===== src/rtl/mcpu_pkg.sv =====
package mcpu_pkg;

  typedef logic [15:0] cpu_addr_t;
  typedef logic [7:0]  byte_t;
  typedef logic [26:0] dl_addr_t;
  typedef logic [10:0] scroll_t;

  // main cpu memory map, upper bounds of each region
  localparam cpu_addr_t ROM1_END = 16'h8000;
  localparam cpu_addr_t ROM2_END = 16'hc000;
  localparam cpu_addr_t BANK_END = 16'he000;
  localparam cpu_addr_t SPR_END  = 16'he100;

  // download stream layout
  localparam dl_addr_t DL_ROM2_BASE  = 27'h0008000;
  localparam dl_addr_t DL_BANK1_BASE = 27'h000c000;
  localparam dl_addr_t DL_BANK2_BASE = 27'h000e000;
  localparam dl_addr_t DL_END        = 27'h0010000;

  localparam byte_t PORT_J1         = 8'h00;
  localparam byte_t PORT_J2         = 8'h01;
  localparam byte_t PORT_SYSTEM     = 8'h02;
  localparam byte_t PORT_P1         = 8'h03;
  localparam byte_t PORT_P2         = 8'h04;
  localparam byte_t PORT_BANK       = 8'h40;
  localparam byte_t PORT_SCROLLX_LO = 8'h41;
  localparam byte_t PORT_SCROLLX_HI = 8'h42;
  localparam byte_t PORT_SCROLLY_LO = 8'h43;
  localparam byte_t PORT_SCROLLY_HI = 8'h44;
  localparam byte_t PORT_SND_LATCH  = 8'h45;
  localparam byte_t PORT_ID         = 8'hc0;

  localparam byte_t BOARD_ID = 8'h58;

  localparam int ROM1_AW = 15;
  localparam int ROM2_AW = 14;
  localparam int BANK_AW = 13;
  localparam int SPR_AW  = 8;
  localparam int RAM_AW  = 13;

  typedef struct packed {
    cpu_addr_t addr;
    byte_t     dout;
    logic      rd_n;
    logic      wr_n;
    logic      iorq_n;
    logic      m1_n;
  } cpu_bus_t;

  typedef struct packed {
    logic     download;
    dl_addr_t addr;
    byte_t    data;
    logic     wr;
  } dl_bus_t;

  typedef struct packed {
    logic io;
    logic rom1;
    logic rom2;
    logic bank;
    logic spr;
    logic ram;
  } mem_sel_t;

  typedef struct packed {
    logic rom1;
    logic rom2;
    logic bank1;
    logic bank2;
  } dl_sel_t;

  typedef struct packed {
    byte_t rom1;
    byte_t rom2;
    byte_t bank;
    byte_t spr;
    byte_t ram;
  } mem_q_t;

  typedef struct packed {
    scroll_t    scrollx;
    scroll_t    scrolly;
    logic [2:0] layers;
    logic       flip;
  } video_ctrl_t;

  typedef struct packed {
    byte_t j1;
    byte_t j2;
    byte_t system;
    byte_t p1;
    byte_t p2;
  } player_in_t;

endpackage


===== src/rtl/mcpu_io_ports.sv =====
`timescale 1ns/1ps

module mcpu_io_ports
  import mcpu_pkg::*;
(
  input  logic        clk_sys,
  input  logic        rst_n,
  input  cpu_bus_t    cpu,
  input  player_in_t  player,
  input  logic        vs,
  input  logic        snd_clear,
  output byte_t       io_data,
  output logic        bank,
  output video_ctrl_t video,
  output byte_t       snd_latch,
  output logic        int_n
);

  logic io_cycle;
  logic io_wr;
  logic int_ack;
  logic vs_q;

  assign io_cycle = !cpu.iorq_n && cpu.m1_n;
  assign io_wr    = io_cycle && !cpu.wr_n;
  assign int_ack  = !cpu.iorq_n && !cpu.m1_n;

  // read side, latched on every io cycle
  always_ff @(posedge clk_sys) begin
    if (io_cycle) begin
      case (cpu.addr[7:0])
        PORT_J1:     io_data <= player.j1;
        PORT_J2:     io_data <= player.j2;
        PORT_SYSTEM: io_data <= player.system;
        PORT_P1:     io_data <= player.p1;
        PORT_P2:     io_data <= player.p2;
        PORT_ID:     io_data <= BOARD_ID;
        default:     io_data <= io_data;
      endcase
    end
  end

  always_ff @(posedge clk_sys or negedge rst_n) begin
    if (!rst_n) begin
      bank      <= 1'b0;
      video     <= '0;
      snd_latch <= '0;
    end else begin
      // clear first so a same-cycle latch write wins
      if (snd_clear) snd_latch <= '0;
      if (io_wr) begin
        case (cpu.addr[7:0])
          PORT_BANK: begin
            bank       <= cpu.dout[7];
            video.flip <= cpu.dout[2];
          end
          PORT_SCROLLX_LO: video.scrollx[7:0] <= cpu.dout;
          PORT_SCROLLX_HI: begin
            video.layers        <= cpu.dout[7:5];
            video.scrollx[10:8] <= cpu.dout[2:0];
          end
          PORT_SCROLLY_LO: video.scrolly[7:0]  <= cpu.dout;
          PORT_SCROLLY_HI: video.scrolly[10:8] <= cpu.dout[2:0];
          PORT_SND_LATCH:  snd_latch <= {cpu.dout[6:0], 1'b1};
          default: ;
        endcase
      end
    end
  end

  // vblank irq, set on falling vs, released by acknowledge
  always_ff @(posedge clk_sys or negedge rst_n) begin
    if (!rst_n) begin
      vs_q  <= 1'b0;
      int_n <= 1'b1;
    end else begin
      vs_q <= vs;
      if (vs_q && !vs) int_n <= 1'b0;
      if (int_ack) int_n <= 1'b1;
    end
  end

  ack_release_a : assert property (@(posedge clk_sys) disable iff (!rst_n) int_ack |=> int_n)
    else $error("int_n still low after acknowledge");

endmodule


===== config.mk =====
export PLATFORM = sky130hd
export DESIGN_NAME = mcpu_io_ports
export DESIGN_NICKNAME = d
export VERILOG_FILES = /design/src/rtl/mcpu_pkg.sv /design/src/rtl/mcpu_io_ports.sv
export SDC_FILE = /design/constraint.sdc
export NUM_CORES = 1
export LEC_CHECK = 0
export BUFFER_PORTS_ARGS = -buffer_cell sky130_fd_sc_hd__buf_2
export CAP_MARGIN = 30
export CORE_MARGIN = 4
export CORE_UTILIZATION = 35
export DETAILED_ROUTE_END_ITERATION = 10
export PLACE_DENSITY_LB_ADDON = 0.08
export SLEW_MARGIN = 5
export SYNTH_ARGS = -nofsm -noshare
export SYNTH_HDL_FRONTEND = slang
export SYNTH_SLANG_ARGS = --single-unit

===== constraint.sdc =====
create_clock -name clk_sys -period 1.1 [get_ports clk_sys]
set_input_delay 0.055 -clock clk_sys [delete_from_list [all_inputs] [get_ports clk_sys]]
set_output_delay 0.055 -clock clk_sys [all_outputs]
set_load 0.01 [all_outputs]

==> flow_metrics.py <==
metrics = {
    "worst_setup_path": {
        "crit_path_end_kind": "flip-flop",
        "worstRegToRegCells": 2,
        "cp_num_buf_inv": 1,
        "crit_chain": "buf_6, or4_4, or3_4, a21oi_4",
        "crit_family": "simple AND/OR/NAND/NOR gates",
        "timing.rr.start": "snd_latch[4]",
        "path_max_fanout": 8,
        "max_stage_delay_ns": 0.53,
        "crit_path_top_delay_cell": "or4_4",
        "cp.arrival_ns": 1.35,
        "worstSetupPathType": "input port to flip-flop",
        "r2r_end": "snd_latch[4]",
        "crit_required_ns": 1.07,
        "r2r_slack_ns": 0.21,
        "crit_path_start": "cpu[17]",
        "cp-start-kind": "input port",
    },
    "synthesis": {
        "synth.yosys.seq_area_share": 0.5390,
        "ys_top_cells_by_area": "dfrtp_1 (42%), mux2_2 (19%), edfxtp_1 (11%)",
        "synth_area_leader_cell": "dfrtp_1",
        "syn_area_um2": 2166,
        "synth-seq-cells": 45,
        "syn_nets": 234,
        "synth_top_cell_area_share": 0.4159,
        "ys_types": 37,
        "synth_cells": 162,
        "avgSynthCellArea_um2": 13.37,
        "yosysWarnings": 0,
    },
    "drt": {
        "topRoutingLayerUsed": "met4",
        "wirelength_mm": 5.700,
        "drtAntennaViolNets": 0,
        "via_count": 1822,
        "drtIter0Drc": 40,
        "wl_met3_um": 387,
        "met1_length_mm": 2.526,
        "drc": 0,
        "wire_per_inst_um": 15.16,
        "via_per_inst": 4.846,
        "drtPass1Iterations": 4,
        "wl_met2_mm": 2.747,
    },
    "timing": {
        "worstMarginPinSlew_ns": 0.3507,
        "slew_violations": 0,
        "rsz0062_at_grt": "yes",
        "worst_hold_slack_ns": 0.02267,
        "fmax_ghz": 0.7242,
        "fin_crit_sh": 1.255,
        "fin_tns_setup_ns": -6.201,
        "fin_worst_skew_ns": 0.0001847,
        "fin_ws_ns": -0.2807,
        "relSlewSlack": 0.7651,
        "period_minus_slack_ns": 1.381,
        "final-setup-viol-count": 47,
        "hold_violations": 0,
    },
    "place": {
        "gp_congestion": 0.7491,
        "dp_hpwl_mm": 4.545,
        "io_buffers": 106,
    },
    "power": {
        "power.density_nw_per_um2": 1007,
        "p_leak_uw": 0.001737,
        "power_uw": 3271,
        "peakVddDrop_mv": 0.5646,
    },
    "finish": {
        "nNetsFinal": 372,
        "antennaDiodeCount": 0,
        "syn2layout_area_growth_pct": 50.03,
        "drive_gt1_frac": 0.6944,
    },
    "floorplan": {
        "start_util": 0.3637,
        "die_w_um": 86.67,
        "io_pins": 116,
        "num_rows": 28,
        "die_y_um": 86.67,
        "coreArea_um2": 5956,
        "die_area_um2": 7511,
    },
    "clock_network": {
        "cts_tree": "done",
        "cts_made_buffers": 5,
        "h-tree-depth": 2,
        "clk_pin_slew_ns": 0.09,
        "clock_insertion_delay_worst_skew_ns": 0.30,
        "cts_root_buf": "clkbuf_8",
        "clock_path_buffers": 2,
        "clock_sinks": 45,
    },
    "grt": {
        "grt_overflow": 0,
        "grt_pass1_vias": 1898,
        "grt_max_degree": 38,
        "grt_pass1_wl_mm": 9.163,
        "antenna_found_initial": 0,
        "grt_use_total": 0.1564,
    },
    "hold_path": {
        "worstHoldStart": "cpu[7]",
        "hold_path_end": "video[7]",
        "min_path_type": "input port to flip-flop",
        "hold_depth": 2,
    },
    "outcome": {
        "violations": "setup timing",
        "status": "complete, but fails checks",
    },
    "job": {
        "max_cap_violations": 0,
    },
}
[cell type report]
| cell class | instances | area [µm²] |
|---|---|---|
| flip-flops and latches | 45 | 1167 |
| fillers | 554 | 2706 |
| well taps | 75 | 93.84 |
| clock buffers | 6 | 82.58 |
| repair buffers | 135 | 797.0 |
| multi-input cells | 111 | 1085 |
| inverters | 2 | 7.507 |
| clock inverters | 2 | 16.27 |
[routing by layer]
| layer | vias to the layer above | global-route usage |
|---|---|---|
| met2 | 55 | 0.2587 |
| met1 | 879 | 0.2054 |
| met3 | 4 | 0.03992 |
| li1 | 884 | - |
| met5 | - | 0 |
| met4 | 0 | 0.03824 |
[Yosys cell counts]
master,instances
o21ai_0,3
a21oi_1,3
inv_1,2
nor4b_1,1
nor3_1,1
nor3b_1,2
a22o_2,4
or3_1,1
mux2i_1,1
o2bb2ai_1,1
or2b_4,1
buf_2,3
mux2_2,37
nand4_1,1
nand3_4,1
dfstp_2,1
nor2_8,1
nor2_1,11
or4_4,1
o21a_1,1
nor3b_2,1
and2_1,1
nand2_2,2
clkbuf_1,1
a21boi_4,1
a21bo_2,3
a22oi_1,7
and3_1,1
a221o_1,4
dfrtp_1,36
a2111oi_0,1
nand2_1,4
edfxtp_1,8
nand4b_2,1
a211o_2,3
nor2b_1,10
nand2b_1,1
[flip-flops by register name (all words and copies together), names as in the netlist]
signal and count:
snd_latch 8, int_n 1, vs_q 1, io_data 8, video 26, bank 1
[metrics by stage]
step	setup WS [ns]	std cells	area, µm²	util
final	-0.2807	376	3249	0.5456
after CTS	-0.2695	375	3147	0.5284
after floorplan	-0.4765	162	2215	-
after global routing	-0.2985	376	3249	0.5456
after global placement	-0.5798	364	3013	0.5059
after detailed placement	-0.6005	364	3013	0.5059
[power breakdown]
part | internal (µW) | total [µW] | leakage (µW) | switching [µW]
Sequential | 1720 | 1730 | 0.000582 | 9.22
Combinational | 239 | 449 | 0.00111 | 210
Clock | 517 | 1090 | 0.0000478 | 575
[worst max path at each step]
| stage | slack, ns | end | cells past startpoint |
|---|---|---|---|
| 2_1_floorplan | -0.48 | io_data[0] | 3 |
| 3_3_place_gp | -0.58 | io_data[2] | 4 |
| 3_5_place_dp | -0.60 | io_data[7] | 4 |
| 4_1_cts | -0.27 | io_data[7] | 4 |
| 5_1_grt | -0.30 | io_data[3] | 4 |
| 6_report | -0.28 | io_data[7] | 4 |
[layout by cell type (no fill, tap or decap), types with 2 or more instances in the layout]
cell type,n
a22o_2,4
nor3b_4,2
a211o_2,3
dlygate4sd3_1,2
nand2_2,2
a22oi_1,7
buf_6,7
a21oi_1,2
a221o_1,4
buf_2,104
nor2_1,11
nor2b_1,8
a21bo_2,3
o21ai_0,3
nor2b_2,2
nand2_8,2
inv_1,2
edfxtp_1,8
mux2_2,36
dfrtp_1,36
buf_4,21
nand2_1,2
clkbuf_8,6
[repair_timing]
item,in CTS,in global routing
buffers inserted,1,1
setup endpoints to repair,47,50
endpoints found under the hold margin,38,0
gates resized for setup,2,21
pin swaps,2,4
hold buffers,2,0
[cells by family after synthesis]
group	count (synthesis)	synth area share
DFF	45	0.5390
buffers and inverters	6	0.01213
and+or+nand+nor	42	0.1288
muxes	38	0.1970
AOI/OAI and AO/OA	31	0.1231
No activity file was read; power rests on OpenSTA's default activity.
