### src/rtl/mcpu_pkg.sv
package mcpu_pkg;

  typedef logic [15:0] cpu_addr_t;
  typedef logic [7:0]  byte_t;
  typedef logic [26:0] dl_addr_t;
  typedef logic [10:0] scroll_t;

  // main cpu memory map, upper bounds of each region
  localparam cpu_addr_t ROM1_END = 16'h8000;
  localparam cpu_addr_t ROM2_END = 16'hc000;
  localparam cpu_addr_t BANK_END = 16'he000;
  localparam cpu_addr_t SPR_END  = 16'he100;

  // download stream layout
  localparam dl_addr_t DL_ROM2_BASE  = 27'h0008000;
  localparam dl_addr_t DL_BANK1_BASE = 27'h000c000;
  localparam dl_addr_t DL_BANK2_BASE = 27'h000e000;
  localparam dl_addr_t DL_END        = 27'h0010000;

  localparam byte_t PORT_J1         = 8'h00;
  localparam byte_t PORT_J2         = 8'h01;
  localparam byte_t PORT_SYSTEM     = 8'h02;
  localparam byte_t PORT_P1         = 8'h03;
  localparam byte_t PORT_P2         = 8'h04;
  localparam byte_t PORT_BANK       = 8'h40;
  localparam byte_t PORT_SCROLLX_LO = 8'h41;
  localparam byte_t PORT_SCROLLX_HI = 8'h42;
  localparam byte_t PORT_SCROLLY_LO = 8'h43;
  localparam byte_t PORT_SCROLLY_HI = 8'h44;
  localparam byte_t PORT_SND_LATCH  = 8'h45;
  localparam byte_t PORT_ID         = 8'hc0;

  localparam byte_t BOARD_ID = 8'h58;

  localparam int ROM1_AW = 15;
  localparam int ROM2_AW = 14;
  localparam int BANK_AW = 13;
  localparam int SPR_AW  = 8;
  localparam int RAM_AW  = 13;

  typedef struct packed {
    cpu_addr_t addr;
    byte_t     dout;
    logic      rd_n;
    logic      wr_n;
    logic      iorq_n;
    logic      m1_n;
  } cpu_bus_t;

  typedef struct packed {
    logic     download;
    dl_addr_t addr;
    byte_t    data;
    logic     wr;
  } dl_bus_t;

  typedef struct packed {
    logic io;
    logic rom1;
    logic rom2;
    logic bank;
    logic spr;
    logic ram;
  } mem_sel_t;

  typedef struct packed {
    logic rom1;
    logic rom2;
    logic bank1;
    logic bank2;
  } dl_sel_t;

  typedef struct packed {
    byte_t rom1;
    byte_t rom2;
    byte_t bank;
    byte_t spr;
    byte_t ram;
  } mem_q_t;

  typedef struct packed {
    scroll_t    scrollx;
    scroll_t    scrolly;
    logic [2:0] layers;
    logic       flip;
  } video_ctrl_t;

  typedef struct packed {
    byte_t j1;
    byte_t j2;
    byte_t system;
    byte_t p1;
    byte_t p2;
  } player_in_t;

endpackage

### src/rtl/mcpu_data_bus.sv
`timescale 1ns/1ps

module mcpu_data_bus
  import mcpu_pkg::*;
(
  input  logic     clk_sys,
  input  logic     rst_n,
  input  cpu_bus_t cpu,
  input  mem_sel_t sel,
  input  mem_q_t   q,
  input  byte_t    io_data,
  output byte_t    cpu_din
);

  byte_t rd_mux;

  always_comb begin
    if (sel.io) begin
      rd_mux = io_data;
    end else if (sel.rom1) begin
      rd_mux = q.rom1;
    end else if (sel.rom2) begin
      rd_mux = q.rom2;
    end else if (sel.bank) begin
      rd_mux = q.bank;
    end else if (sel.spr) begin
      rd_mux = q.spr;
    end else begin
      rd_mux = q.ram;
    end
  end

  always_ff @(posedge clk_sys or negedge rst_n) begin
    if (!rst_n) begin
      cpu_din <= '0;
    end else if (!cpu.rd_n) begin
      cpu_din <= rd_mux;
    end
  end

  // cpu sees a held byte between reads
  din_hold_a : assert property (@(posedge clk_sys) disable iff (!rst_n)
    cpu.rd_n |=> $stable(cpu_din))
    else $error("cpu_din changed without a read");

endmodule

### config.mk
export PLATFORM = sky130hd
export DESIGN_NAME = mcpu_data_bus
export DESIGN_NICKNAME = d
export VERILOG_FILES = /design/src/rtl/mcpu_pkg.sv /design/src/rtl/mcpu_data_bus.sv
export SDC_FILE = /design/constraint.sdc
export NUM_CORES = 1
export LEC_CHECK = 0
export BUFFER_PORTS_ARGS = -buffer_cell sky130_fd_sc_hd__buf_2
export CORE_MARGIN = 4
export CORE_UTILIZATION = 30
export DETAILED_ROUTE_END_ITERATION = 8
export PLACE_DENSITY = 0.85
export REMOVE_ABC_BUFFERS = 1
export SETUP_SLACK_MARGIN = 0.4
export SYNTH_ARGS = -nofsm -noshare
export SYNTH_HDL_FRONTEND = slang
export SYNTH_SLANG_ARGS = --single-unit
### constraint.sdc
create_clock -name clk_sys -period 0.8 [get_ports clk_sys]
set_clock_uncertainty 0.05 [all_clocks]
set_input_delay 0.16 -clock clk_sys [delete_from_list [all_inputs] [get_ports clk_sys]]
set_output_delay 0.16 -clock clk_sys [all_outputs]
set_load 0.01 [all_outputs]
==> results.cfg, run 1 <==
[floorplan]
num_io_pins = 92
design.die.area_mm2 = 0.00347
start_util = 0.314
die_w_um = 58.9
row_count = 18
core_area_mm2 = 0.00248
die_h_um = 58.9

[grt]
antenna_found_initial = 0
grt_overflow = 0
grt_max_degree = 18
grt_usage = 0.145
grt_pass1_vias = 868
grt_pass1_wl_um = 3810

[logic_synthesis]
yosysSeqAreaShare = 0.257
netlist_instances = 80
yosys_warnings = 0
ys_ff_latch = 8
syn_area_per_cell_um2 = 9.73
post_synth_num_cell_types = 17
synth_area_um2 = 778

[setup_path]
worstPathBufferInverterCount = 1
crit_arrival_ns = 0.79
worstPathCellList = buf_2
start_kind = register
worstSetupEndpointType = primary output
critPathKind = reg2out
crit_fanout = 2
crit_family = flip-flops
cp_data_required_time_ns = 0.59
worst_path_largest_cell_delay_ns = 0.39
cpMaxStageDelayCell = dfrtp_1

[min_path]
hold_path_class = in2async

[drt]
vias = 878
drt_first_pass_iters = 4
drtIter0Drc = 18
drc = 0
ant_nets = 0
wirelength_um = 2640
viasPerCell = 4.96
wl_per_cell_um = 14.9

[power_and_ir_drop]
power.density_mw_per_mm2 = 1080
p_leak_nw = 0.655
total_power_mw = 1.39
peakVddDrop_uv = 452

[final_layout]
regArea_um2 = 200
final_cell_mix = 60 x buf_2, 16 x mux2i_1
area_delta_synth_final_pct = 64.8
largest_reg_flops = 8
mostFrequentLayoutCell = buf_2
drive_above_1_share = 0.599
largest_register = cpu_din
multi_input_area_um2 = 554
final_nets = 233
utilization = 0.518
fillers = 255
n_antenna_cell = 0
reg_top3 = cpu_din x8

[clock_tree]
cts_tree = yes
clk_latency_ns = 0.25
cts-htree-levels = 1
clockBufferDepth = 2
cts_buffers = 3
clkSinkCount = 8
cts-root-buf = clkbuf_4
clkTransAtPathRegs_ns = 0.06

[timing]
setup_viol = 14
hold_violations = 8
maxSlewHeadroom = 0.766
worstMarginPinSlew_ns = 0.350
fmax_ghz = 0.999
setup_ws_ns = -0.201
fin_crit_sh = 1.25
holdWs_ns = -0.316
slew_violations = 0
min_period_ns = 1.00
rsz0062_at_grt = true

[outcome]
status = finished, violations left
failed_checks = negative hold slack, negative setup slack

[run]
drv_cap = 0

[placed_design]
dp_slack_ns = -0.464
port_buffers = 63
dp_hpwl_um = 2010
place.gp.congestion = 0.776
==> per-stage QoR <==
stage / TNS [ns] / cells / area [um^2]
global placement: -3.22 / 170 / 1100
floorplan: -0.925 / 74 / 727
global route: -1.98 / 177 / 1280
CTS: -1.63 / 174 / 1200
finish: -1.61 / 177 / 1280
detailed placement: -3.45 / 170 / 1100
==> Yosys cell counts <==
master	n	area share
mux2i_1	16	0.21
a2111o_1	8	0.12
a31oi_1	8	0.064
dfrtp_1	8	0.26
nand2_1	8	0.039
nor3b_1	8	0.077
or2b_2	7	0.079
nor2b_1	4	0.032
buf_6	3	0.043
nor2b_2	3	0.034
and2b_1	1	0.0096
buf_2	1	0.0064
buf_4	1	0.0096
clkbuf_2	1	0.0064
nand2b_1	1	0.0080
nor2_1	1	0.0048
nor2_2	1	0.0080
==> path summary, 6_finish.rpt <==
check                                  startpoint                endpoint  slack, ns  cells past startpoint
max                        cpu_din[5]$_DFFE_PN0N_              cpu_din[5]      -0.20                      1
min                                         rst_n  cpu_din[7]$_DFFE_PN0N_      -0.32                      1
max reg2reg                cpu_din[4]$_DFFE_PN0N_  cpu_din[4]$_DFFE_PN0N_      -0.08                      3
min reg2reg                cpu_din[6]$_DFFE_PN0N_  cpu_din[6]$_DFFE_PN0N_       0.52                      2
max in group asynchronous                   rst_n  cpu_din[0]$_DFFE_PN0N_       0.84                      1
min in group clk_sys                        q[38]  cpu_din[6]$_DFFE_PN0N_       0.11                      3
==> cells by family after synthesis <==
family                 count (synthesis)  share of synthesized area
AND/OR/NAND/NOR                       34                      0.291
multiplexers                          16                      0.206
flip-flops                             8                      0.257
AO/OA/AOI/OAI                         16                      0.180
buffers and inverters                  6                     0.0659
==> power breakdown <==
part / switching, mW / internal (mW)
Combinational: 0.238 / 0.341
Sequential: 0.0277 / 0.458
Clock: 0.149 / 0.173
Total: 0.415 / 0.972
==> layout make-up <==
class / instances / area share
well taps: 30 / 0.0293
repair buffers: 70 / 0.365
flip-flops and latches: 8 / 0.156
multi-input cells: 66 / 0.432
clock buffers: 3 / 0.0176
==> repair_timing <==
item                                    in CTS  in global routing
gates resized for setup                     15                  4
cloned                                       1                  2
pin swaps                                   16                  6
endpoints found under the setup margin      16                 16
buffers inserted                             0                  1
hold endpoints to repair                     8                  8
==> per-layer routing <==
layer / vias up / GRT usage / part of all wire
met3: 4 / 0.0351 / 0.094
met4: 0 / 0.0680 / 0.011
met5: - / 0 / 0
met2: 43 / 0.243 / 0.51
met1: 396 / 0.174 / 0.39
li1: 435 / - / -
(Power assumes the default switching activity.)
==> run 2, diff against run 1 <==
Settings changed: REMOVE_ABC_BUFFERS 1 to not set.
==> results.cfg, run 2 (synthesis results as in run 1) <==
[timing]
maxSlewHeadroom = 0.773
slew_violations = 0
setup_ws_ns = -0.197
min_period_ns = 0.997
tns_ns = -1.86
rsz0062_at_grt = true
fin_crit_sh = 1.25
fmax_ghz = 1.00
holdWs_ns = -0.308
setup_viol = 15
hold_violations = 8
worstMarginPinSlew_ns = 0.340

[power_and_ir_drop]
p_switching_mw = 0.422
total_power_mw = 1.43
comb_power_share = 0.444
seqPwrFrac = 0.342
peakVddDrop_uv = 660
p_clk_frac = 0.214
p_sw_frac = 0.295
intPower_mw = 1.01
power.density_mw_per_mm2 = 1080
p_leak_nw = 0.674

[placed_design]
place.gp.congestion = 0.729
placed_area_mm2 = 0.00112
port_buffers = 63
dp_hpwl_um = 2100
dp_slack_ns = -0.454
dp_cells = 171

[clock_tree]
clockBufferDepth = 2
cts_buffers = 3
cts_tree = yes
cts-htree-levels = 1
clkSinkCount = 8
clk_latency_ns = 0.25
clkTransAtPathRegs_ns = 0.06
cts-root-buf = clkbuf_4

[setup_path]
crit_arrival_ns = 0.79
critPathKind = reg2out
worstSetupEndpointType = primary output
crit_fanout = 2
cp_data_required_time_ns = 0.59
crit_family = flip-flops
worstPathBufferInverterCount = 1
worst_path_largest_cell_delay_ns = 0.39
start_kind = register
cpMaxStageDelayCell = dfrtp_1
worstPathCellList = buf_2

[final_layout]
reg_top3 = cpu_din x8
largest_register = cpu_din
mostFrequentLayoutCell = buf_2
final_cell_mix = 59 x buf_2, 15 x mux2i_1
final-instance-count-excl-fill = 180
n_antenna_cell = 0
largest_reg_flops = 8
area_delta_synth_final_pct = 70.3
fin_area_mm2 = 0.00133
final_nets = 236
drive_above_1_share = 0.600

[run]
drv_cap = 0

[logic_synthesis]
synth_nets = 164

[floorplan]
row_count = 18
design.die.area_mm2 = 0.00347
start_util = 0.314
core_area_mm2 = 0.00248
die_h_um = 58.9
num_io_pins = 92
die_w_um = 58.9

[drt]
wirelength_um = 2820
drc = 0
drtIter0Drc = 13
vias = 914
wl_per_cell_um = 15.7
drt_first_pass_iters = 4
ant_nets = 0
viasPerCell = 5.08

[grt]
grt_max_degree = 18
grt_pass1_wl_um = 4100
grt_usage = 0.155
antenna_found_initial = 0
grt_overflow = 0
grt_pass1_vias = 937

[outcome]
status = finished, violations left
failed_checks = negative hold slack, negative setup slack

[min_path]
hold_path_class = in2async
-- run 2: cell types whose count changed in the layout (fill, tap and decap cells not counted), sizes merged --
cell / change
buf: +3
-- run 2: stage by stage --
step	hold slack (ns)	utilization
floorplan	-0.186	-
global placement	-0.0391	0.453
detailed placement	-0.0372	0.453
CTS	-0.307	0.506
global route	-0.300	0.535
finish	-0.308	0.535
-- run 2: path summary, 6_finish.rpt --
check / from / to / slack (ns) / depth (start not counted)
worst min-delay path: rst_n / cpu_din[7]$_DFFE_PN0N_ / -0.31 / 1
max in group asynchronous: rst_n / cpu_din[1]$_DFFE_PN0N_ / 0.83 / 1
worst max-delay path: cpu_din[6]$_DFFE_PN0N_ / cpu_din[6] / -0.20 / 1
worst max register to register: cpu_din[6]$_DFFE_PN0N_ / cpu_din[6]$_DFFE_PN0N_ / -0.10 / 3
min in group clk_sys: q[38] / cpu_din[6]$_DFFE_PN0N_ / 0.12 / 3
worst min register to register: cpu_din[5]$_DFFE_PN0N_ / cpu_din[5]$_DFFE_PN0N_ / 0.52 / 2
-- run 2: power by group through the flow --
stage | sequential [mW] | combinational, mW | clock, mW
finish | 0.489 | 0.636 | 0.307
global route | 0.494 | 0.690 | 0.331
CTS | 0.486 | 0.589 | 0.312
detailed placement | 0.493 | 0.510 | 0
global placement | 0.491 | 0.502 | 0
floorplan | 0.518 | 0.237 | 0
-- run 2: final cells by class --
| type | instances | area (um^2) |
|---|---|---|
| Timing Repair Buffer | 73 | 512 |
| Clock buffer | 3 | 22.5 |
| Multi-Input combinational cell | 66 | 553 |
| Sequential cell | 8 | 200 |
| Fill cell | 238 | 1150 |
| Tap cell | 30 | 37.5 |
-- run 2: timing repair --
action,4_1_cts,5_1_grt
endpoints found under the setup margin,16,16
pin swaps,8,6
hold endpoints to repair,8,8
gates cloned,1,2
setup buffers,3,0
gates resized for setup,16,5
-- run 2: layer usage --
metal	vias to the layer above	global-route usage	wire length, um
met5	-	0	0
met4	0	0.0485	17
met3	2	0.0395	208
met2	39	0.262	1430
met1	428	0.193	1170
li1	445	-	-
==> run 3, diff against run 2 <==
Settings changed: CORE_UTILIZATION 30 to 31, CTS_BUF_LIST set to sky130_fd_sc_hd__clkbuf_4, PLACE_DENSITY 0.85 to 0.87.
==> results.cfg, run 3 (synthesis results as in run 1) <==
[timing]
maxSlewHeadroom = 0.777
tns_ns = -1.88
holdWs_ns = -0.308
setup_viol = 16
worstMarginPinSlew_ns = 0.335
setup_ws_ns = -0.205
hold_violations = 8
fin_crit_sh = 1.26
slew_violations = 0
min_period_ns = 1.00
rsz0062_at_grt = true
fmax_ghz = 0.995

[drt]
drt_first_pass_iters = 4
ant_nets = 0
wl_per_cell_um = 16.9
drc = 0
viasPerCell = 5.42
drtIter0Drc = 23
wirelength_um = 3030
vias = 976

[min_path]
hold_path_class = in2async

[power_and_ir_drop]
p_switching_mw = 0.424
p_leak_nw = 0.676
p_clk_frac = 0.213
comb_power_share = 0.446
seqPwrFrac = 0.341
peakVddDrop_uv = 671
intPower_mw = 1.02
power.density_mw_per_mm2 = 1100
p_sw_frac = 0.295

[final_layout]
n_antenna_cell = 0
largest_reg_flops = 8
final_cell_mix = 58 x buf_2, 16 x mux2i_1
fillers = 210
mostFrequentLayoutCell = buf_2
final_nets = 238
reg_top3 = cpu_din x8
fin_area_mm2 = 0.00131
area_delta_synth_final_pct = 68.6
utilization = 0.571
largest_register = cpu_din
drive_above_1_share = 0.599

[setup_path]
crit_arrival_ns = 0.79
critPathKind = reg2out
cpMaxStageDelayCell = dfrtp_1
cp_data_required_time_ns = 0.59
reg2reg_from = cpu_din[5]$_DFFE_PN0N_
worstReg2RegEnd = cpu_din[5]$_DFFE_PN0N_
worstSetupEndpointType = primary output
worst_path_largest_cell_delay_ns = 0.41
worstPathBufferInverterCount = 1
worstPathCellList = buf_6
crit_family = flip-flops
start_kind = register
worstRegToRegCells = 3
r2r_slack_ns = -0.13
crit_fanout = 2
cp-startpoint = cpu_din[5]$_DFFE_PN0N_

[placed_design]
port_buffers = 63
placed_area_mm2 = 0.00113
place.gp.congestion = 0.788

[floorplan]
start_util = 0.339
die_h_um = 58.1
design.die.area_mm2 = 0.00338
num_io_pins = 92
die_w_um = 58.1
core_area_mm2 = 0.00230
row_count = 17

[grt]
antenna_found_initial = 0
grt_pass1_wl_um = 4770
grt_usage = 0.189
grt_overflow = 0
grt_max_degree = 12
grt_pass1_vias = 1059

[logic_synthesis]
synth_nets = 164

[clock_tree]
cts_tree = yes
cts-root-buf = clkbuf_4
cts-htree-levels = 1
clkSinkCount = 8
clockBufferDepth = 2
cts_buffers = 3
clk_latency_ns = 0.25
clkTransAtPathRegs_ns = 0.05

[run]
drv_cap = 0

[outcome]
failed_checks = negative hold slack, negative setup slack
status = finished, violations left
[run 3: changes by cell type in the layout (fill, tap and decap cells not counted), moves of 2 or more]
cell	previous run	this run
buf_4	4	8
clkbuf_16	2	0
nor2b_2	1	3
nor2b_4	2	0
[run 3: through the flow]
stage | worst slack (ns) | instances | total power, mW
2_1_floorplan | -0.272 | 80 | 0.755
6_report | -0.205 | 180 | 1.44
3_3_place_gp | -0.407 | 171 | 0.992
5_1_grt | -0.235 | 180 | 1.53
3_5_place_dp | -0.467 | 171 | 1.01
4_1_cts | -0.197 | 179 | 1.41
[run 3: how the worst max path moves through the flow]
stage                                   endpoint  slack, ns  depth (start not counted)
final                                 cpu_din[5]      -0.20                          1
after global placement    cpu_din[7]$_DFFE_PN0N_      -0.41                          4
after detailed placement  cpu_din[6]$_DFFE_PN0N_      -0.47                          4
after floorplan           cpu_din[4]$_DFFE_PN0N_      -0.27                          5
after CTS                             cpu_din[5]      -0.20                          1
after global routing                  cpu_din[5]      -0.24                          1
[run 3: cell type report]
type / count / area, um^2 / area share
clock buffer: 3 / 22.5 / 0.0172
timing repair buffer: 75 / 515 / 0.393
tap: 28 / 35.0 / 0.0267
sequential: 8 / 200 / 0.153
multi-input combinational: 66 / 539 / 0.411
[run 3: per-layer routing]
| metal | share of wire | track usage |
|---|---|---|
| met1 | 0.33 | 0.176 |
| met5 | 0 | 0 |
| met4 | 0.059 | 0.119 |
| met3 | 0.076 | 0.0624 |
| met2 | 0.53 | 0.350 |
[run 3: timing repair]
action	4_1_cts	5_1_grt
gates resized for setup	13	4
endpoints found under the hold margin	8	8
setup buffers	3	1
endpoints found under the setup margin	16	16
pin swaps	11	3
cloned	2	0
[run 3: power groups by stage]
stage                     Combinational, mW  Sequential (mW)  Clock [mW]
after global placement                0.501            0.491           0
final                                 0.642            0.491       0.307
after detailed placement              0.522            0.490           0
after CTS                             0.610            0.484       0.317
after global routing                  0.699            0.496       0.337
after floorplan                       0.237            0.518           0
