**src/rtl/mcpu_pkg.sv**
```systemverilog
package mcpu_pkg;

  typedef logic [15:0] cpu_addr_t;
  typedef logic [7:0]  byte_t;
  typedef logic [26:0] dl_addr_t;
  typedef logic [10:0] scroll_t;

  // main cpu memory map, upper bounds of each region
  localparam cpu_addr_t ROM1_END = 16'h8000;
  localparam cpu_addr_t ROM2_END = 16'hc000;
  localparam cpu_addr_t BANK_END = 16'he000;
  localparam cpu_addr_t SPR_END  = 16'he100;

  // download stream layout
  localparam dl_addr_t DL_ROM2_BASE  = 27'h0008000;
  localparam dl_addr_t DL_BANK1_BASE = 27'h000c000;
  localparam dl_addr_t DL_BANK2_BASE = 27'h000e000;
  localparam dl_addr_t DL_END        = 27'h0010000;

  localparam byte_t PORT_J1         = 8'h00;
  localparam byte_t PORT_J2         = 8'h01;
  localparam byte_t PORT_SYSTEM     = 8'h02;
  localparam byte_t PORT_P1         = 8'h03;
  localparam byte_t PORT_P2         = 8'h04;
  localparam byte_t PORT_BANK       = 8'h40;
  localparam byte_t PORT_SCROLLX_LO = 8'h41;
  localparam byte_t PORT_SCROLLX_HI = 8'h42;
  localparam byte_t PORT_SCROLLY_LO = 8'h43;
  localparam byte_t PORT_SCROLLY_HI = 8'h44;
  localparam byte_t PORT_SND_LATCH  = 8'h45;
  localparam byte_t PORT_ID         = 8'hc0;

  localparam byte_t BOARD_ID = 8'h58;

  localparam int ROM1_AW = 15;
  localparam int ROM2_AW = 14;
  localparam int BANK_AW = 13;
  localparam int SPR_AW  = 8;
  localparam int RAM_AW  = 13;

  typedef struct packed {
    cpu_addr_t addr;
    byte_t     dout;
    logic      rd_n;
    logic      wr_n;
    logic      iorq_n;
    logic      m1_n;
  } cpu_bus_t;

  typedef struct packed {
    logic     download;
    dl_addr_t addr;
    byte_t    data;
    logic     wr;
  } dl_bus_t;

  typedef struct packed {
    logic io;
    logic rom1;
    logic rom2;
    logic bank;
    logic spr;
    logic ram;
  } mem_sel_t;

  typedef struct packed {
    logic rom1;
    logic rom2;
    logic bank1;
    logic bank2;
  } dl_sel_t;

  typedef struct packed {
    byte_t rom1;
    byte_t rom2;
    byte_t bank;
    byte_t spr;
    byte_t ram;
  } mem_q_t;

  typedef struct packed {
    scroll_t    scrollx;
    scroll_t    scrolly;
    logic [2:0] layers;
    logic       flip;
  } video_ctrl_t;

  typedef struct packed {
    byte_t j1;
    byte_t j2;
    byte_t system;
    byte_t p1;
    byte_t p2;
  } player_in_t;

endpackage

```
**src/rtl/mcpu_addr_decode.sv**
```systemverilog
`timescale 1ns/1ps

module mcpu_addr_decode
  import mcpu_pkg::*;
(
  input  cpu_bus_t cpu,
  input  dl_bus_t  dl,
  output mem_sel_t sel,
  output dl_sel_t  dl_sel
);

  // cpu side, io cycles take priority over the memory map
  always_comb begin
    sel = '0;
    if (!cpu.iorq_n) begin
      sel.io = 1'b1;
    end else if (cpu.addr < ROM1_END) begin
      sel.rom1 = 1'b1;
    end else if (cpu.addr < ROM2_END) begin
      sel.rom2 = 1'b1;
    end else if (cpu.addr < BANK_END) begin
      sel.bank = 1'b1;
    end else if (cpu.addr < SPR_END) begin
      sel.spr = 1'b1;
    end else begin
      sel.ram = 1'b1;
    end
  end

  // loader side, nothing selected outside a download
  always_comb begin
    dl_sel = '0;
    if (dl.download) begin
      if (dl.addr < DL_ROM2_BASE) begin
        dl_sel.rom1 = 1'b1;
      end else if (dl.addr < DL_BANK1_BASE) begin
        dl_sel.rom2 = 1'b1;
      end else if (dl.addr < DL_BANK2_BASE) begin
        dl_sel.bank1 = 1'b1;
      end else if (dl.addr < DL_END) begin
        dl_sel.bank2 = 1'b1;
      end
    end
  end

  always_comb begin
    sel_onehot_a : assert final ($onehot(sel))
      else $error("region select not one-hot: %b", sel);
    dl_sel_onehot_a : assert final ($onehot0(dl_sel))
      else $error("download target not one-hot: %b", dl_sel);
  end

endmodule

```
**config.mk**
```make
export PLATFORM = sky130hd
export DESIGN_NAME = mcpu_addr_decode
export DESIGN_NICKNAME = d
export VERILOG_FILES = /design/src/rtl/mcpu_pkg.sv /design/src/rtl/mcpu_addr_decode.sv
export SDC_FILE = /design/constraint.sdc
export NUM_CORES = 1
export LEC_CHECK = 0
export ABC_AREA = 1
export BUFFER_PORTS_ARGS = -buffer_cell sky130_fd_sc_hd__buf_2
export CAP_MARGIN = 20
export CORE_AREA = 2 2 39 41
export DETAILED_ROUTE_END_ITERATION = 7
export DIE_AREA = 0 0 41 43
export MAX_ROUTING_LAYER = met4
export PLACE_DENSITY = 0.7
export SYNTH_ARGS = -nofsm -noshare
export SYNTH_HDL_FRONTEND = slang
export SYNTH_SLANG_ARGS = --single-unit
```
**constraint.sdc**
```tcl
create_clock -name vclk -period 1.7
set_clock_uncertainty 0.05 [all_clocks]
set_input_delay 0.085 -clock vclk [all_inputs]
set_output_delay 0.085 -clock vclk [all_outputs]
set_load 0.005 [all_outputs]
```
==> results.md, run 1 <==
- The final sum of negative setup slack is 0 ps.
- The met3 usage is 0.
- The net count of the finished layout is 136.
- Measured against its own limit, the worst slew margin works out to 0.886.
- The required time of the worst setup path is 1560 ps.
- The areal power density over the cells is 148 mW/mm^2.
- Of the total synthesized cell area, the portion taken by full adders, half adders and majority gates is 0.
- The first routing iteration left 2 violations.
- The mapped netlist covers 170 sq um.
- IR analysis of the VDD net gives a maximum drop of 37.0 uV.
- The floorplan step defined a die boundary enclosing 0.00176 sq mm.
- The site row count is 14.
- Subtracting the final worst setup slack from the clock period gives 979 ps.
- In the finished design, the share of the clock period the worst path needs comes to 0.576.
- The flow ran to the end, and the final reports show no timing, DRC or antenna violations.
- The number of buffers inserted by port buffering is 34.
- The core box area is 0.00138 sq mm.
- The number of max-slew violations in the final report is 0.
- The busiest layer in global routing is met2.
- The count of antenna diodes in the layout is 0.
- By area the synthesized netlist is led by sky130_fd_sc_hd__nor2_1 26%, sky130_fd_sc_hd__nand2_1 18%, sky130_fd_sc_hd__inv_1 11%.
- The post-route cell area is 360 sq um.
- The xor/xnor cell area share of the yosys netlist is 0.
- The vertical die dimension is 43 um.
- The top cell type's share of synthesized area is 0.265.
- Post-CTS timing repair inserted 0 buffers for setup.
- For met2 alone, demand over resource in global routing was 0.116.
- Summed over all layers, the global routing overflow is 0.
- The count of hold-fix buffers inserted at cts is 0.
- The sequential cell count is 0.
- The routability congestion estimate is 0.612.
- The leakage power is 0.222 nW.
- The average wire length per cell after detail routing is 6.45 um.
- The total of clock buffers placed in the layout is 0.
- At the placement stage, the worst setup path has a slack of 704 ps.
- The worst setup path is launched from an input pin.
- The number of buffers and inverters on the critical path is 2.
- The met1 track demand over resource is 0.0570.
- The count of cells resized by post-cts repair is 0.
- Once detail routing completed, the nets flagged for antenna violations numbered 0.
- Data on the critical path arrives at its endpoint at 840 ps.
- The count of synthesis-stage warnings from yosys is 0.
- The share of the synthesized area in compound gates (AO/OA/AOI/OAI) is 0.
- The number of hold-slack violations in the final timing report is 0.
- The final routed DRC violation total is 0.
- The via count of the first global-routing pass was 243.
- Setup violations remaining at the end of the flow were counted as 0.
- In this run the worst setup path begins at dl[33].
- Counting instances in the post-synthesis netlist gives the leading cell types as 12 x sky130_fd_sc_hd__nor2_1, 8 x sky130_fd_sc_hd__nand2_1, 5 x sky130_fd_sc_hd__inv_1.
- The worst-margin pin slew is 171 ps.
- The initial cell density of the core is 0.123.
- The critical path's most frequent cell is sky130_fd_sc_hd__buf_2.
- The part of the Yosys area used for sequential elements is 0.
- The first global-routing pass estimated 759 um of wire.
- The routed design has 548 um of wire.
- Setup repair after global routing left no endpoint under its margin.
- Walking the worst path, the cells encountered are buf_2, or2_1, nor2_2, nand3_2, nor2_1, buf_2.
- The least setup slack across all paths after layout is 721 ps.
- The largest single stage delay on the critical path is 220 ps.
- The overall track demand over capacity in global routing is 0.0563.
- After synthesis, the share of cell area in mux cells is 0.
- The maximum fanout along the worst path is 3.
- The leading cell type by number of instances after synthesis is sky130_fd_sc_hd__nor2_1.
- Max-cap violations in this run came to 0.
- In the final layout, the multi-input gates occupy 151 sq um.
- The post-synthesis instance total is 35.
- The pin count of the biggest net entering global routing is 5.
- The cell type of the slowest stage on the worst timing path is sky130_fd_sc_hd__or2_1.
- The HPWL reported at the end of detailed placement is 527 um.
- The maximum clock rate is 1.02 GHz.
- The dominant cell type by area after synthesis is sky130_fd_sc_hd__nor2_1.
- The worst hold margin is 354 ps.
- Counting instances, the worst hold path has a depth of 3.
- The iteration count of the initial detailed-routing pass is 3.
- By area, the combinational part of the netlist is dominated by simple AND/OR/NAND/NOR gates.
- The worst setup path category is in2out.
- The signed area change from the synthesized netlist to the final layout is 112%.
- The count of filler cells inserted in the layout is 163.
- The number of nets in the synthesized netlist is 100.
- The initial antenna violation count is 0.
- The count of pins on the block boundary is 75.
- The floorplan step set the die width to 41 um.
- Of the total synthesized cell area, the portion taken by AND, OR, NAND and NOR gates is 0.890.
- The critical path capture point type is an output port.
- For hold timing, the worst endpoint is sel[4].
- The average footprint of a synthesized cell is 4.86 sq um.
- The via density per instance is 3.88.
- Of the cells placed in the final design, the portion with a size suffix greater than 1 is 0.536.
- The count of distinct cell types in the synthesized netlist is 11.
- The register cell area after layout is 0 sq um.
- The number of vias after detailed routing is 330.
- Grouping stages by cell kind, the critical path spends the most delay in simple AND/OR/NAND/NOR gates.
- The worst min-delay path category is in2out.
- The start point of the worst hold path is cpu[27].
- The cell area after placement is 360 sq um.
==> metal layers <==
layer / share of wire / routed length (um)
met2: 0.52 / 287
met3: 0.13 / 73
met4: 0 / 0
met1: 0.34 / 188
met5: 0 / 0
==> worst max path at each step <==
stage	to	slack, ps	cells past startpoint
after global placement	dl_sel[0]	740	6
final	dl_sel[1]	720	6
after floorplan	dl_sel[0]	940	4
after detailed placement	dl_sel[1]	700	6
after CTS	dl_sel[1]	700	6
after global routing	dl_sel[0]	650	6
==> layout make-up <==
type               instances  share of cell area
repair buffers            34               0.472
multi-input cells         30               0.420
well taps                 16              0.0556
inverters                  5              0.0521
==> placed cells by master, fill, tap and decap left out, drive strengths merged <==
cell type | synthesis | routed
nor2 | 13 | 13
nand3b | 1 | 1
nor3b | 2 | 2
inv | 5 | 5
nand3 | 3 | 3
nand2 | 8 | 8
or2 | 1 | 1
nor3 | 2 | 2
buf | 0 | 34
==> logic make-up after synthesis <==
group         after synthesis
buf+inv                     5
simple gates               30
==> where the power goes <==
group / switching, mW / total, mW / internal (mW)
logic: 0.0223 / 0.0532 / 0.0309
clock network: 0 / 0 / 0
registers: 0 / 0 / 0
==> per-stage QoR <==
| step | total power [mW] | std cells | utilization |
|---|---|---|---|
| after global routing | 0.0607 | 85 | 0.260 |
| after CTS | 0.0539 | 85 | 0.260 |
| after floorplan | 0.0178 | 35 | - |
| after detailed placement | 0.0537 | 85 | 0.260 |
| after global placement | 0.0521 | 85 | 0.260 |
| final | 0.0532 | 85 | 0.260 |
(Power assumes the default switching activity.)
==> inputs of run 2 (changes only) <==
- CORE_AREA: 2 2 39 41 -> default
- CORE_UTILIZATION: default -> 13
- DIE_AREA: 0 0 41 43 -> default
- PLACE_DENSITY: 0.7 -> 0.74
- clock period: 1.7 -> 0.8 ns (I/O delays scaled with it)
==> run 2 against run 1 <==
The run now ends with setup timing left. Via count fell by 1.5%. Final cell count shrank 2.4%. Die area is 17% lower. Wire length down 0.91%. Critical path depth unchanged. Combinational power grew 130%. First-iteration DRC count rose to 3.0 times the previous value. Largest power group unchanged. Critical endpoint unchanged. Design area increased by 4.5%. Total power is 130% higher. Global-route usage increased by 1.2 points. Worst hold slack worse by 92 ps. Sequential cell count is the same.
==> results.md, run 2 (same netlist as run 1, synthesis figures left out) <==
- The number of buffers and inverters on the critical path is 2 (unchanged).
- The global-route wire length before repair is 752 um (-0.92%).
- The global routing usage on met2 is 0.148 (+0.0327).
- The chip width is 38.2 um (-6.9%).
- The via density per instance is 3.92 (+0.86%).
- The max-capacitance violation count was 0 (unchanged).
- Leaving out fill and tap cells, the most frequent cell in the layout is sky130_fd_sc_hd__buf_2.
- The site row count is 12 (-2).
- The worst hold margin was 263 ps (-91.8 ps).
- The initial antenna violation count came to 0 (unchanged).
- The worst min-delay path category is in2out.
- The cell type of the slowest stage on the worst timing path is sky130_fd_sc_hd__or2_1.
- The type of element launching the critical path is an input pin.
- The maximum clock rate is 1.15 GHz.
- The register cell area after layout came to 0 sq um (unchanged).
- The core box area is 0.00116 sq mm (-16%).
- The final routed DRC violation total is 0 (unchanged).
- In the layout the commonest cells are 33 x sky130_fd_sc_hd__buf_2, 11 x sky130_fd_sc_hd__nor2_1, 8 x sky130_fd_sc_hd__nand2_1, 5 x sky130_fd_sc_hd__inv_1.
- The final cell utilization of the core is 0.326 (+0.0654).
- The met3 usage is 0 (unchanged).
- The cell family contributing the most delay on the critical path is simple AND/OR/NAND/NOR gates.
- The total of clock buffers placed in the layout is 0 (unchanged).
- The routed wire length is 543 um (-0.91%).
- The post-detailed-route count of antenna-violating nets came to 0 (unchanged).
- The number of hold-slack violations in the final timing report is 0 (unchanged).
- The average wire length per cell after detail routing is 6.54 um (+1.5%).
- Dividing the final minimum period by the clock period gives 1.09.
- Setup repair after global routing could not meet its margin everywhere.
- The count of pins on the block boundary is 75 (unchanged).
- The HPWL reported at the end of detailed placement came to 490 um (-6.9%).
- The vertical die dimension was 38.2 um (-11%).
- The critical path is of the in2out type.
- The signed area change from the synthesized netlist to the final layout is 121%.
- The initial cell density of the core is 0.147 (+0.0242).
- The placement-stage worst setup slack is -82.9 ps (-787 ps).
- The met1 track demand over resource came to 0.0694 (+0.0125).
- The least setup slack across all paths after layout is -69.2 ps (-790 ps).
- The maximum fanout along the worst path is 3 (unchanged).
- The layout cell share with drive strength beyond 1 is 0.580 (+0.0435).
- The count of filler cells inserted in the layout is 134 (-18%).
- The peak ir drop on the vdd network is 66.9 uV (+81%).
- The pin count of the biggest net entering global routing is 5 (unchanged).
- The sequential cell count is 0 (unchanged).
- The critical path capture point type is an output port.
- The leakage power is 0.225 nW (+1.2%).
- The overall track demand over capacity in global routing is 0.0681 (+0.0118).
- The areal power density over the cells came to 319 mW/mm^2 (+120%).
- The final number of setup-violating endpoints came to 4 (+4).
- The total congestion overflow is 0 (unchanged).
- The run finished, with violations left.
- The global routing stage identified its most utilized layer as met2.
- The signal arrival time at the worst endpoint is 780 ps (-60 ps).
- The count of antenna diodes in the layout came to 0 (unchanged).
- The final critical delay including setup and external delays is 869 ps.
- The required time of the worst setup path is 710 ps (-850 ps).
- The violation count after the first detailed-routing iteration is 6 (+4).
- The routability congestion estimate is 0.660 (+7.8%).
- The critical path goes through buf_6, or2_1, nor2_2, nand3_2, nor2_1, buf_2.
- The net count of the finished layout was 136 (unchanged).
- The final reports fail on setup timing.
- The relative max-transition margin is 0.883 (-0.00247).
- The die outline area is 0.00146 sq mm (-17%).
- The delay of the slowest cell on the worst path came to 220 ps (about the same).
- The sum of internal, switching and leakage power is 0.120 mW (+130%).
- The worst-margin pin slew is 175 ps (+3.70 ps).
- The number of buffers inserted by port buffering came to 34 (unchanged).
- The number of vias after detailed routing is 325 (-1.5%).
- The number of max-slew violations in the final report was 0 (unchanged).
- The final sum of negative setup slack is -167 ps (-167 ps).
- The iteration count of the initial detailed-routing pass was 4 (+1).
- The via count of the first global-routing pass was 242 (-0.41%).
## run 2: changes by cell type in the layout (fill, tap and decap cells not counted)
cell | previous run | this run
sky130_fd_sc_hd__nor2_1 | 12 | 11
sky130_fd_sc_hd__nor2_2 | 1 | 2
sky130_fd_sc_hd__nor3_2 | 0 | 2
sky130_fd_sc_hd__nor3_1 | 2 | 0
sky130_fd_sc_hd__buf_2 | 34 | 33
sky130_fd_sc_hd__buf_6 | 0 | 1
## run 2: final timing paths
path	cells after the start	end	from	slack (ps)
worst min-delay path	3	sel[4]	cpu[27]	260
worst max-delay path	6	dl_sel[1]	dl[33]	-70
## run 2: layer usage
metal	wire (um)	up-vias
li1	-	176
met1	205	127
met2	273	22
met3	64	0
met4	0	0
met5	0	-
## run 2: repair_timing
action	4_1_cts	5_1_grt
setup endpoints to repair	4	5
buffers inserted	0	0
pin swaps	2	3
gates resized for setup	1	3
endpoints found under the hold margin	0	0
hold buffers	0	0
## run 2: layout make-up
class              instances  area [sq um]  share of cell area
well taps                 14          17.5              0.0465
multi-input cells         30           164               0.435
inverters                  5          18.8              0.0498
repair buffers            34           176               0.468
## run 2: through the flow
stage | cell area, sq um | cells
final | 377 | 83
after global routing | 377 | 83
after CTS | 364 | 83
after global placement | 358 | 83
after floorplan | 170 | 35
after detailed placement | 358 | 83
## run 2: where the power goes
group | switching (mW) | internal, mW | leakage, nW
Clock | 0 | 0 | 0
Sequential | 0 | 0 | 0
Combinational | 0.0507 | 0.0694 | 0.225
Total | 0.0507 | 0.0694 | 0.225
==> inputs of run 3 (changes only) <==
- CELL_PAD_IN_SITES_DETAIL_PLACEMENT: default -> 1
- CELL_PAD_IN_SITES_GLOBAL_PLACEMENT: default -> 1
- CORE_UTILIZATION: 13 -> 10
- PLACE_DENSITY: 0.74 -> 0.95
==> run 3 against run 2 <==
The run still ends with setup timing left. Combinational power increased by 12%. Global-route usage increased by 1.3 points. Total power increased by 13%. Sequential share of layout area unchanged. Design area increased by 6.3%. Via count increased by 4.0%.
==> results.md, run 3 (same netlist as run 1, synthesis figures left out) <==
- The maximum fanout along the worst path is 3 (unchanged).
- The maximum clock rate is 1.13 GHz (-1.7%).
- The final reports fail on setup timing.
- The sequential cell count is 0 (unchanged).
- The hold-critical path endpoint is sel[5].
- The net count of the finished layout was 136 (unchanged).
- The cell type of the slowest stage on the worst timing path is sky130_fd_sc_hd__or2_1.
- The final critical delay including setup and external delays is 884 ps (+14.8 ps).
- In this run the most critical hold path is launched from cpu[1].
- The overall track demand over capacity in global routing is 0.0814 (+0.0133).
- The most critical setup path has its startpoint at dl[33].
- The max-capacitance violation count is 0 (unchanged).
- In the layout the commonest cells are 31 x sky130_fd_sc_hd__buf_2, 11 x sky130_fd_sc_hd__nor2_1, 7 x sky130_fd_sc_hd__nand2_1, 5 x sky130_fd_sc_hd__inv_1, 3 x sky130_fd_sc_hd__buf_6.
- The count of antenna diodes in the layout was 0 (unchanged).
- The post-detailed-route count of antenna-violating nets came to 0 (unchanged).
- The layout cell share with drive strength beyond 1 was 0.594 (+0.0145).
- The HPWL reported at the end of detailed placement was 735 um (+50%).
- Among cell families on the critical path, the largest total delay comes from simple AND/OR/NAND/NOR gates.
- The register cell area after layout is 0 sq um (unchanged).
- The initial cell density of the core came to 0.110 (-0.0368).
- The count of hold-fix buffers inserted at cts came to 0 (unchanged).
- The areal power density over the cells is 338 mW/mm^2 (+5.8%).
- The number of buffers inserted by port buffering was 34 (unchanged).
- The signal arrival time at the worst endpoint came to 790 ps (about the same).
- The count of pins on the block boundary was 75 (unchanged).
- The number of setup buffers added after CTS is 0 (unchanged).
- The total congestion overflow is 0 (unchanged).
- The die outline area is 0.00187 sq mm (+28%).
- The delay of the slowest cell on the worst path is 220 ps (about the same).
- The total of clock buffers placed in the layout is 0 (unchanged).
- The worst hold path cell count was 3 (unchanged).
- The site row count is 14 (+2).
- The critical path is of the in2out type.
- The via count of the first global-routing pass came to 345 (+43%).
- The signed area change from the synthesized netlist to the final layout is 135%.
- The sum of internal, switching and leakage power is 0.135 mW (+13%).
- The signal on the critical path passes through buf_6, or2_1, nor2_2, nand3_2, nor2_1, buf_2.
- The routability congestion estimate is 0.599 (-9.3%).
- The pin count of the biggest net entering global routing is 5 (unchanged).
- The core box area is 0.00154 sq mm (+33%).
- The run finished, with violations left.
- The number of vias after detailed routing is 338 (+4.0%).
- The leading cell type in the layout, fill and taps excluded is sky130_fd_sc_hd__buf_2.
- The number of cells on the critical path is 6 (unchanged).
- The final number of setup-violating endpoints came to 3 (-1).
- The count of filler cells inserted in the layout was 221 (+65%).
- The relative max-transition margin is 0.877 (-0.00576).
- The worst setup path is launched from an input pin.
- Setup repair after global routing could not meet its margin everywhere.
- The vertical die dimension came to 43.3 um (+13%).
- The peak ir drop on the vdd network is 78.6 uV (+18%).
- The area of combinational cells with multiple inputs is 173 sq um (+5.3%).
- The least setup slack across all paths after layout was -84.0 ps (-14.8 ps).
- STA classifies the critical path endpoint as an output port.
- The routed wire length is 754 um (+39%).
- The final routed DRC violation total is 0 (unchanged).
- The number of max-slew violations in the final report is 0 (unchanged).
- The worst min-delay path category is in2out.
- The worst-margin pin slew is 184 ps (+8.43 ps).
- The required time of the worst setup path is 710 ps (about the same).
- The violation count after the first detailed-routing iteration is 0 (-6).
- The number of buffers and inverters on the critical path came to 2 (unchanged).
- The via density per instance was 3.98 (+1.6%).
- The leakage power is 0.232 nW (+3.3%).
- The placement-stage worst setup slack was -122 ps (-39.0 ps).
- The number of hold-slack violations in the final timing report is 0 (unchanged).
- The chip width came to 43.3 um (+13%).
- The iteration count of the initial detailed-routing pass came to 1 (-3).
- The initial antenna violation count is 0 (unchanged).
- The part of the cycle the worst path needs is 1.10 (+0.0185).
- The global-route wire length before repair is 1.21 mm (+61%).
- The average wire length per cell after detail routing came to 8.87 um (+36%).
==> run 3: cell types whose count changed in the layout (fill, tap and decap cells not counted) <==
cell | previous run | this run
sky130_fd_sc_hd__nor3_2 | 2 | 1
sky130_fd_sc_hd__buf_2 | 33 | 31
sky130_fd_sc_hd__nor3_4 | 0 | 1
sky130_fd_sc_hd__nand2_2 | 0 | 1
sky130_fd_sc_hd__buf_6 | 1 | 3
sky130_fd_sc_hd__nand2_1 | 8 | 7
==> run 3: where the power goes <==
part	leakage [nW]	switching, mW	internal, mW
registers	0	0	0
clock network	0	0	0
logic	0.232	0.0577	0.0775
total	0.232	0.0577	0.0775
==> run 3: how the worst max path moves through the flow <==
stage          slack, ps        end
2_1_floorplan        130  dl_sel[0]
3_3_place_gp         -70  dl_sel[1]
3_5_place_dp        -120  dl_sel[1]
4_1_cts              -90  dl_sel[1]
5_1_grt             -160  dl_sel[2]
6_report             -80  dl_sel[1]
==> run 3: tightest hold or removal path: stages <==
cell and delay, ps:
sky130_fd_sc_hd__buf_2 90, sky130_fd_sc_hd__inv_1 40, sky130_fd_sc_hd__buf_2 110
==> run 3: area by class of cell <==
class / count / area share
multi-input cells: 30 / 0.431
well taps: 16 / 0.0500
inverters: 5 / 0.0469
repair buffers: 34 / 0.472
==> run 3: through the flow <==
step                setup TNS [ps]  instance area [sq um]  hold slack (ps)  utilization  instances
global route                  -515                    400              298        0.260         85
detailed placement            -366                    360              276        0.234         85
floorplan                        0                    170             61.1            -         35
CTS                           -249                    367              276        0.238         85
global placement              -235                    360              267        0.234         85
finish                        -197                    400              274        0.260         85
==> run 3: repair_timing <==
item / CTS / global route
gates resized for setup: 1 / 7
setup endpoints to repair: 4 / 6
cloned: 0 / 0
pin swaps: 2 / 5
==> run 3: metal layers <==
metal,part of all wire,track usage
met5,0,-
met4,0,0
met3,0.061,0
met2,0.63,0.191
met1,0.31,0.0709
